<file path="config.mk">
export PLATFORM = sky130hd
export DESIGN_NAME = fir_top
export DESIGN_NICKNAME = d
export VERILOG_FILES = /design/src/common/fir_pkg.sv /design/src/common/fir_ctrl_if.sv /design/src/common/fir_tap_if.sv /design/src/fir_core/fir_engine.sv /design/src/fir_core/fir_sample_ring.sv /design/src/fir_core/fir_tap_ram.sv /design/src/logic/fir_axil_regs.sv /design/src/logic/fir_top.sv
export SDC_FILE = /design/constraint.sdc
export NUM_CORES = 2
export LEC_CHECK = 0
export ABC_AREA = 0
export ABC_CLOCK_PERIOD_IN_PS = 14200
export BUFFER_PORTS_ARGS = -buffer_cell sky130_fd_sc_hd__buf_2
export CORE_ASPECT_RATIO = 1.1
export CORE_MARGIN = 4
export CORE_UTILIZATION = 47
export CTS_CLUSTER_SIZE = 40
export DETAILED_ROUTE_END_ITERATION = 7
export RECOVER_POWER = 100
export SYNTH_ARGS = -nofsm -noshare
export SYNTH_HDL_FRONTEND = slang
export SYNTH_HIERARCHICAL = 1
export SYNTH_SLANG_ARGS = --single-unit
</file>
<file path="constraint.sdc">
create_clock -name axis_clk -period 14.2 [get_ports axis_clk]
set_clock_uncertainty 0.05 [all_clocks]
set_input_delay 1.42 -clock axis_clk [delete_from_list [all_inputs] [get_ports axis_clk]]
set_output_delay 1.42 -clock axis_clk [all_outputs]
set_load 0.02 [all_outputs]
</file>
<file path="src/common/fir_pkg.sv">
`default_nettype none

package fir_pkg;

    // bus and sample widths
    localparam int DATA_W   = 32;
    localparam int ADDR_W   = 12;
    localparam int NUM_TAPS = 11;

    typedef logic [DATA_W-1:0] data_t;
    typedef logic [ADDR_W-1:0] addr_t;
    // taps and ring slots, 0 to 10
    typedef logic [3:0]        tap_idx_t;
    typedef logic [31:0]       len_t;

    // AXI-Lite register map
    localparam addr_t ADDR_AP_CTRL   = 12'h000;
    localparam addr_t ADDR_DATA_LEN  = 12'h010;
    // coefficient k at base + 4k
    localparam addr_t ADDR_COEF_BASE = 12'h020;

    // ap_ctrl bit positions
    localparam int AP_START_BIT = 0;
    localparam int AP_DONE_BIT  = 1;
    localparam int AP_IDLE_BIT  = 2;
    // idle only
    localparam data_t AP_CTRL_RESET = 32'h0000_0004;

    typedef enum logic [1:0] {
        ST_IDLE,
        ST_WAIT_IN,
        ST_MAC,
        ST_WAIT_OUT
    } fir_state_e;

endpackage

`default_nettype wire

</file>
<file path="src/common/fir_ctrl_if.sv">
`timescale 1ns/1ns
`default_nettype none

interface fir_ctrl_if;
    import fir_pkg::*;

    // one-cycle pulse, regs to engine
    logic start;
    // block length, held by regs
    len_t data_len;
    // engine out of idle
    logic busy;
    // one-cycle pulse on the last output handshake
    logic done;

    modport regs (
        output start,
        output data_len,
        input  busy,
        input  done
    );

    modport engine (
        input  start,
        input  data_len,
        output busy,
        output done
    );

endinterface

`default_nettype wire

</file>
<file path="src/common/fir_tap_if.sv">
`timescale 1ns/1ns
`default_nettype none

interface fir_tap_if;
    import fir_pkg::*;

    // write port, from the AXI-Lite side
    logic     wr_en;
    tap_idx_t wr_idx;
    data_t    wr_data;
    // readback port for the AXI-Lite side
    tap_idx_t rd_idx_cfg;
    data_t    rd_data_cfg;
    // tap walk port for the MAC
    tap_idx_t rd_idx_mac;
    data_t    rd_data_mac;

    modport cfg (
        output wr_en, wr_idx, wr_data, rd_idx_cfg,
        input  rd_data_cfg
    );

    modport mac (
        output rd_idx_mac,
        input  rd_data_mac
    );

    modport ram (
        input  wr_en, wr_idx, wr_data, rd_idx_cfg, rd_idx_mac,
        output rd_data_cfg, rd_data_mac
    );

endinterface

`default_nettype wire

</file>
<file path="src/fir_core/fir_engine.sv">
`timescale 1ns/1ns
`default_nettype none

module fir_engine (
    input  logic              axis_clk,
    input  logic              axis_rst_n,
    fir_ctrl_if.engine        ctrl,
    fir_tap_if.mac            tap,
    // sample history
    output logic              ring_clear,
    output logic              ring_push,
    output fir_pkg::data_t    ring_push_data,
    output fir_pkg::tap_idx_t ring_offset,
    input  fir_pkg::data_t    ring_data,
    // input stream
    input  logic              ss_tvalid,
    input  fir_pkg::data_t    ss_tdata,
    output logic              ss_tready,
    // output stream
    output logic              sm_tvalid,
    output fir_pkg::data_t    sm_tdata,
    output logic              sm_tlast,
    input  logic              sm_tready
);
    import fir_pkg::*;

    fir_state_e state;
    tap_idx_t   tap_idx;
    // outputs handshaked in this block
    len_t       out_cnt;
    // h[k]*x[n-k], one stage ahead of the accumulator
    data_t      prod;
    logic       ss_fire;
    logic       sm_fire;
    logic       last_tap;
    logic       last_out;

    // only one sample in flight
    assign ss_tready = (state == ST_WAIT_IN);
    assign ss_fire   = ss_tvalid && ss_tready;
    assign sm_fire   = sm_tvalid && sm_tready;
    assign last_tap  = (int'(tap_idx) == NUM_TAPS - 1);
    assign last_out  = (out_cnt == ctrl.data_len - 1'b1);

    assign ring_clear     = ctrl.start && (state == ST_IDLE);
    assign ring_push      = ss_fire;
    assign ring_push_data = ss_tdata;
    // same index walks taps and history
    assign ring_offset    = tap_idx;
    assign tap.rd_idx_mac = tap_idx;

    assign ctrl.busy = (state != ST_IDLE);
    assign ctrl.done = sm_fire && sm_tlast;

    always_ff @(posedge axis_clk or negedge axis_rst_n) begin
        if (!axis_rst_n) begin
            state     <= ST_IDLE;
            tap_idx   <= '0;
            out_cnt   <= '0;
            sm_tvalid <= 1'b0;
            sm_tlast  <= 1'b0;
        end else begin
            case (state)
                ST_IDLE: begin
                    if (ctrl.start) begin
                        state   <= ST_WAIT_IN;
                        out_cnt <= '0;
                    end
                end
                ST_WAIT_IN: begin
                    if (ss_fire) begin
                        state   <= ST_MAC;
                        tap_idx <= '0;
                    end
                end
                // one tap per cycle, 0 to 10
                ST_MAC: begin
                    if (last_tap) begin
                        state <= ST_WAIT_OUT;
                    end else begin
                        tap_idx <= tap_idx + 1'b1;
                    end
                end
                ST_WAIT_OUT: begin
                    if (!sm_tvalid) begin
                        // last product lands this cycle
                        sm_tvalid <= 1'b1;
                        sm_tlast  <= last_out;
                    end else if (sm_tready) begin
                        sm_tvalid <= 1'b0;
                        sm_tlast  <= 1'b0;
                        out_cnt   <= out_cnt + 1'b1;
                        state     <= sm_tlast ? ST_IDLE : ST_WAIT_IN;
                    end
                end
                default: begin
                    state <= ST_IDLE;
                end
            endcase
        end
    end

    // accumulate in the output register, wraps at 32 bits
    always_ff @(posedge axis_clk) begin
        case (state)
            ST_WAIT_IN: begin
                if (ss_fire) begin
                    prod     <= '0;
                    sm_tdata <= '0;
                end
            end
            ST_MAC: begin
                prod     <= tap.rd_data_mac * ring_data;
                sm_tdata <= sm_tdata + prod;
            end
            ST_WAIT_OUT: begin
                // held while sm_tvalid waits
                if (!sm_tvalid) begin
                    sm_tdata <= sm_tdata + prod;
                end
            end
            default: begin
                prod <= prod;
            end
        endcase
    end

endmodule

`default_nettype wire

</file>
<file path="src/fir_core/fir_sample_ring.sv">
`timescale 1ns/1ns
`default_nettype none

module fir_sample_ring (
    input  logic              axis_clk,
    input  logic              axis_rst_n,
    input  logic              clear,
    input  logic              push,
    input  fir_pkg::data_t    push_data,
    input  fir_pkg::tap_idx_t rd_offset,
    output fir_pkg::data_t    rd_data
);
    import fir_pkg::*;

    data_t      hist [NUM_TAPS];
    // next slot to write
    tap_idx_t   wr_ptr;
    logic [4:0] rd_sum;
    tap_idx_t   rd_idx;

    always_ff @(posedge axis_clk or negedge axis_rst_n) begin
        if (!axis_rst_n) begin
            wr_ptr <= '0;
        end else if (clear) begin
            wr_ptr <= '0;
        end else if (push) begin
            // wrap at the tap count
            wr_ptr <= (int'(wr_ptr) == NUM_TAPS - 1) ? '0 : wr_ptr + 1'b1;
        end
    end

    // history zeroed on every start
    always_ff @(posedge axis_clk) begin
        if (clear) begin
            for (int i = 0; i < NUM_TAPS; i++) begin
                hist[i] <= '0;
            end
        end else if (push) begin
            hist[wr_ptr] <= push_data;
        end
    end

    // newest sample sits one behind wr_ptr
    // offset k walks further back, mod NUM_TAPS
    assign rd_sum = 5'(wr_ptr) + 5'(NUM_TAPS - 1) - 5'(rd_offset);
    assign rd_idx = (int'(rd_sum) >= NUM_TAPS) ? tap_idx_t'(int'(rd_sum) - NUM_TAPS)
                                               : tap_idx_t'(rd_sum);
    assign rd_data = hist[rd_idx];

endmodule

`default_nettype wire

</file>
<file path="src/fir_core/fir_tap_ram.sv">
`timescale 1ns/1ns
`default_nettype none

module fir_tap_ram (
    input  logic   axis_clk,
    input  logic   axis_rst_n,
    fir_tap_if.ram tap
);
    import fir_pkg::*;

    data_t coef [NUM_TAPS];

    // single write port
    always_ff @(posedge axis_clk or negedge axis_rst_n) begin
        if (!axis_rst_n) begin
            for (int i = 0; i < NUM_TAPS; i++) begin
                coef[i] <= '0;
            end
        end else if (tap.wr_en && (int'(tap.wr_idx) < NUM_TAPS)) begin
            coef[tap.wr_idx] <= tap.wr_data;
        end
    end

    // combinational reads, out of range reads as zero
    assign tap.rd_data_cfg = (int'(tap.rd_idx_cfg) < NUM_TAPS) ? coef[tap.rd_idx_cfg] : '0;
    assign tap.rd_data_mac = (int'(tap.rd_idx_mac) < NUM_TAPS) ? coef[tap.rd_idx_mac] : '0;

endmodule

`default_nettype wire

</file>
<file path="src/logic/fir_axil_regs.sv">
`timescale 1ns/1ns
`default_nettype none

module fir_axil_regs (
    input  logic           axis_clk,
    input  logic           axis_rst_n,
    // write address and data, no response channel
    input  logic           awvalid,
    input  fir_pkg::addr_t awaddr,
    output logic           awready,
    input  logic           wvalid,
    input  fir_pkg::data_t wdata,
    output logic           wready,
    // read address and data
    input  logic           arvalid,
    input  fir_pkg::addr_t araddr,
    output logic           arready,
    output logic           rvalid,
    output fir_pkg::data_t rdata,
    input  logic           rready,
    fir_ctrl_if.regs       ctrl,
    fir_tap_if.cfg         tap
);
    import fir_pkg::*;

    logic  ap_start;
    logic  ap_done;
    logic  ap_idle;
    len_t  data_len;
    logic  wr_allow;
    logic  wr_fire;
    logic  rd_fire;
    // ap_ctrl read returned done=1, clear on the r handshake
    logic  rd_done_seen;
    data_t ctrl_word;
    data_t rd_word;

    function automatic logic is_coef(addr_t a);
        addr_t off;
        off = a - ADDR_COEF_BASE;
        return (a >= ADDR_COEF_BASE) && (int'(off >> 2) < NUM_TAPS);
    endfunction

    function automatic tap_idx_t coef_idx(addr_t a);
        addr_t off;
        off = a - ADDR_COEF_BASE;
        return tap_idx_t'(off >> 2);
    endfunction

    // no writes from start write until the run is over
    assign wr_allow = ap_idle && !ap_start && !ctrl.busy;
    assign wr_fire  = awready && awvalid && wvalid;
    assign arready  = ~rvalid;
    assign rd_fire  = arvalid && arready;

    assign ctrl.start    = ap_start;
    assign ctrl.data_len = data_len;

    // coefficient access
    assign tap.wr_en      = wr_fire && is_coef(awaddr);
    assign tap.wr_idx     = coef_idx(awaddr);
    assign tap.wr_data    = wdata;
    assign tap.rd_idx_cfg = coef_idx(araddr);

    always_comb begin
        ctrl_word               = '0;
        ctrl_word[AP_START_BIT] = ap_start;
        ctrl_word[AP_DONE_BIT]  = ap_done;
        ctrl_word[AP_IDLE_BIT]  = ap_idle;
    end

    // read decode
    always_comb begin
        if (araddr == ADDR_AP_CTRL) begin
            rd_word = ctrl_word;
        end else if (araddr == ADDR_DATA_LEN) begin
            rd_word = data_len;
        end else if (is_coef(araddr)) begin
            rd_word = tap.rd_data_cfg;
        end else begin
            rd_word = '0;
        end
    end

    always_ff @(posedge axis_clk or negedge axis_rst_n) begin
        if (!axis_rst_n) begin
            awready      <= 1'b0;
            wready       <= 1'b0;
            rvalid       <= 1'b0;
            rd_done_seen <= 1'b0;
            ap_start     <= AP_CTRL_RESET[AP_START_BIT];
            ap_done      <= AP_CTRL_RESET[AP_DONE_BIT];
            ap_idle      <= AP_CTRL_RESET[AP_IDLE_BIT];
            data_len     <= '0;
        end else begin
            // one-cycle ready pulse per write
            awready <= wr_allow && awvalid && wvalid && !awready;
            wready  <= wr_allow && awvalid && wvalid && !awready;
            if (wr_fire) begin
                if (awaddr == ADDR_AP_CTRL && wdata[AP_START_BIT]) begin
                    ap_start <= 1'b1;
                end
                if (awaddr == ADDR_DATA_LEN) begin
                    data_len <= wdata;
                end
            end
            // engine takes start the cycle after the write
            if (ap_start) begin
                ap_start <= 1'b0;
                ap_idle  <= 1'b0;
            end
            if (rd_fire) begin
                rvalid       <= 1'b1;
                rd_done_seen <= (araddr == ADDR_AP_CTRL) && ap_done;
            end else if (rvalid && rready) begin
                rvalid       <= 1'b0;
                rd_done_seen <= 1'b0;
                if (rd_done_seen) begin
                    ap_done <= 1'b0;
                end
            end
            // a new done wins over a pending clear
            if (ctrl.done) begin
                ap_done <= 1'b1;
                ap_idle <= 1'b1;
            end
        end
    end

    // read data held until rready
    always_ff @(posedge axis_clk) begin
        if (rd_fire) begin
            rdata <= rd_word;
        end
    end

endmodule

`default_nettype wire

</file>
<file path="src/logic/fir_top.sv">
`timescale 1ns/1ns
`default_nettype none

module fir_top (
    input  logic           axis_clk,
    input  logic           axis_rst_n,
    // AXI-Lite
    input  logic           awvalid,
    input  fir_pkg::addr_t awaddr,
    output logic           awready,
    input  logic           wvalid,
    input  fir_pkg::data_t wdata,
    output logic           wready,
    input  logic           arvalid,
    input  fir_pkg::addr_t araddr,
    output logic           arready,
    output logic           rvalid,
    output fir_pkg::data_t rdata,
    input  logic           rready,
    // stream in, tlast unused since data_len sets the block
    input  logic           ss_tvalid,
    input  fir_pkg::data_t ss_tdata,
    input  logic           ss_tlast,
    output logic           ss_tready,
    // stream out
    output logic           sm_tvalid,
    output fir_pkg::data_t sm_tdata,
    output logic           sm_tlast,
    input  logic           sm_tready
);
    import fir_pkg::*;

    fir_ctrl_if ctrl_bus ();
    fir_tap_if  tap_bus ();

    // engine to history
    logic     ring_clear;
    logic     ring_push;
    data_t    ring_push_data;
    tap_idx_t ring_offset;
    data_t    ring_data;

    fir_axil_regs u_regs (.*, .ctrl(ctrl_bus), .tap(tap_bus));

    fir_tap_ram u_tap_ram (
        .axis_clk   (axis_clk),
        .axis_rst_n (axis_rst_n),
        .tap        (tap_bus)
    );

    fir_sample_ring u_ring (
        .axis_clk   (axis_clk),
        .axis_rst_n (axis_rst_n),
        .clear      (ring_clear),
        .push       (ring_push),
        .push_data  (ring_push_data),
        .rd_offset  (ring_offset),
        .rd_data    (ring_data)
    );

    fir_engine u_engine (.*, .ctrl(ctrl_bus), .tap(tap_bus));

endmodule

`default_nettype wire

</file>
==> impl_metrics.json <==
{
  "syn_avg_cell_area_sq_um": 11.3,
  "violations": "max-capacitance violations, max-slew violations",
  "cts.sinks": 1042,
  "slew_viol_final": 1741,
  "fmax_mhz": 77.5,
  "register_area_sq_mm": 0.0288,
  "maxCapViolCount": 50,
  "fill_cells": 12500,
  "synth_top_area_frac": 0.260,
  "synth_area_sq_mm": 0.0664,
  "wl_per_cell_um": 25.2,
  "clk_pin_slew_ns": 0.06,
  "yosys_warnings": 6,
  "num_io_pins": 168,
  "synth_seq_cells": 1042,
  "drt_iter0_drc": 3926,
  "drive_gt1_frac": 0.140,
  "synth_top_cells_by_area": "edfxtp_1 (26%), dfrtp_1 (16%), fa_1 (12%)",
  "path_class": "flip-flop to flip-flop",
  "area_growth_pct": 8.18,
  "worst_pin_slew_ns": 5.26,
  "synth_edf_count": 576,
  "yosys.area.top_type": "edfxtp_1",
  "gp_congestion": 0.834,
  "yosys_most_used_dff": "edfxtp_1",
  "synth_most_common_cell": "nor2_1",
  "critPathCaptureType": "flip-flop",
  "required_ns": 14.61,
  "dp_hpwl_mm": 121,
  "startpoint_type": "flip-flop",
  "drtAntennaViolNets": 0,
  "dr.pass1.iters": 5,
  "path_common_cell": "fa_1",
  "start_util": 0.474,
  "crit_fanout": 75,
  "finalCritPeriodShare": 0.908,
  "cts_hold_buf": 0,
  "yosys-top-cells-count": "nor2_1 (638), edfxtp_1 (576), inv_1 (460), dfrtp_1 (433), fa_1 (410)",
  "die_y_um": 402,
  "cp_num_buf_inv": 5,
  "htreeDepth": 3,
  "post-cts-setup-buffer-count": 0,
  "wirelength_mm": 194,
  "grt_pass1_vias": 46600,
  "timing.hold.ws_ns": 0.426,
  "cts_buffers": 111,
  "clk_latency_ns": 0.77,
  "netlist_instances": 5882,
  "cts-resized-gates": 0,
  "hp-class": "flip-flop to flip-flop",
  "dieArea_sq_mm": 0.147,
  "crit_family": "adder cells",
  "finalSetupViolations": 0,
  "place_inst": 7504,
  "grt_setup_unrepaired": "no",
  "grt_max_degree": 127,
  "cts_tree": "yes",
  "final_nets": 6473,
  "track_usage": 0.261,
  "cts_max_path_buffers": 3,
  "antenna_found_initial": 10,
  "synth-async-reset-ratio": 0.417,
  "portBuffers": 166,
  "setup_tns_ns": 0,
  "core-area_sq_mm": 0.140,
  "via_per_inst": 5.90,
  "slowest_stage": "dfrtp_1",
  "dr_total_vias": 45500,
  "synth_fp_nets": 6563,
  "status": "complete, but fails checks",
  "grt_pass1_wl_mm": 294,
  "slowest_delay_ns": 1.29,
  "grt_overflow": 0,
  "worstPathArrival_ns": 13.31,
  "layout_min_cycle_time_ns": 12.90,
  "ys_seq_area_frac": 0.434,
  "drcViolationCount": 0,
  "finalHoldViolations": 0,
  "rows": 144,
  "synth.distinct_cells": 97,
  "slew_headroom": -2.51,
  "root_buffer": "clkbuf_16",
  "stdcell_count": 7719,
  "multi_input_area_sq_mm": 0.0337,
  "fp.dieW_um": 366
}
metal layers:
metal	track usage	part of all wire
met1	0.348	0.42
met2	0.443	0.49
met3	0.0370	0.064
met4	0.0813	0.032
met5	0	0.00012
state kept, by name, summed over array words and instances (netlist names), 2 cells and up:
register / count
u_ring/hist: 512
u_regs/ctrl.data_len: 32
u_engine/out_cnt: 32
u_engine/ring_offset: 4
u_engine/state: 2
u_tap_ram/coef: 352
u_regs/rdata: 32
u_engine/prod: 32
u_ring/wr_ptr: 4
u_engine/sm_tdata: 32
cell families after synthesis:
| kind of cell | after synthesis | synth area share |
|---|---|---|
| AOI/OAI and AO/OA | 737 | 0.0790 |
| buffers and inverters | 952 | 0.0623 |
| DFF | 1042 | 0.434 |
| xor gates and xnor gates | 173 | 0.0230 |
| muxes | 652 | 0.118 |
| adders and majority gates | 584 | 0.156 |
| and+or+nand+nor | 1742 | 0.128 |
metrics by stage:
step | setup WS [ns] | area [sq um] | utilization
6_report | 1.30 | 71900 | 0.513
5_1_grt | 0.712 | 71900 | 0.513
4_1_cts | 1.99 | 72300 | 0.515
3_5_place_dp | 1.99 | 68400 | 0.488
3_3_place_gp | 2.10 | 68400 | 0.488
2_1_floorplan | 4.06 | 66400 | -
placed cells by master (no fill, tap or decap), types with 66 or more instances in the layout:
master       n
nand2_1    318
and2_1     319
buf_2       90
clkbuf_16  112
clkbuf_1   150
inv_1      460
mux2i_1    202
a21oi_1     96
o22ai_1    162
fa_1       410
mux2_2     341
nor2_1     633
a22o_1      92
nand2b_1    93
edfxtp_1   576
ha_1       174
dfrtp_1    430
o2bb2ai_1   66
xnor2_1    103
o21ai_0     94
nor3_1     101
xor2_1      68
buf_4       70
cell type report:
type | count | area share
multi-input combinational | 3888 | 0.469
sequential | 1042 | 0.401
clock buffer | 161 | 0.0449
tap | 1825 | 0.0318
inverter | 461 | 0.0241
timing repair buffer | 288 | 0.0209
clock inverter | 51 | 0.00864
antenna | 3 | 0.000104
worst paths after layout:
path                                    startpoint                       to  slack, ns  depth (start not counted)
min in group asynchronous               axis_rst_n      u_tap_ram/coef[112]       2.07                          1
max in group asynchronous               axis_rst_n  u_engine/ring_offset[1]       3.00                          3
setup reg to reg           u_engine/ring_offset[0]        u_engine/prod[27]       1.30                         33
hold / removal                       u_regs/wready            u_regs/wready       0.43                          1
setup / recovery           u_engine/ring_offset[0]        u_engine/prod[27]       1.30                         33
hold reg to reg                      u_regs/wready            u_regs/wready       0.43                          1
Power is not shown: default switching activity piles up to over one toggle a cycle in this logic, so the estimate is an artifact.
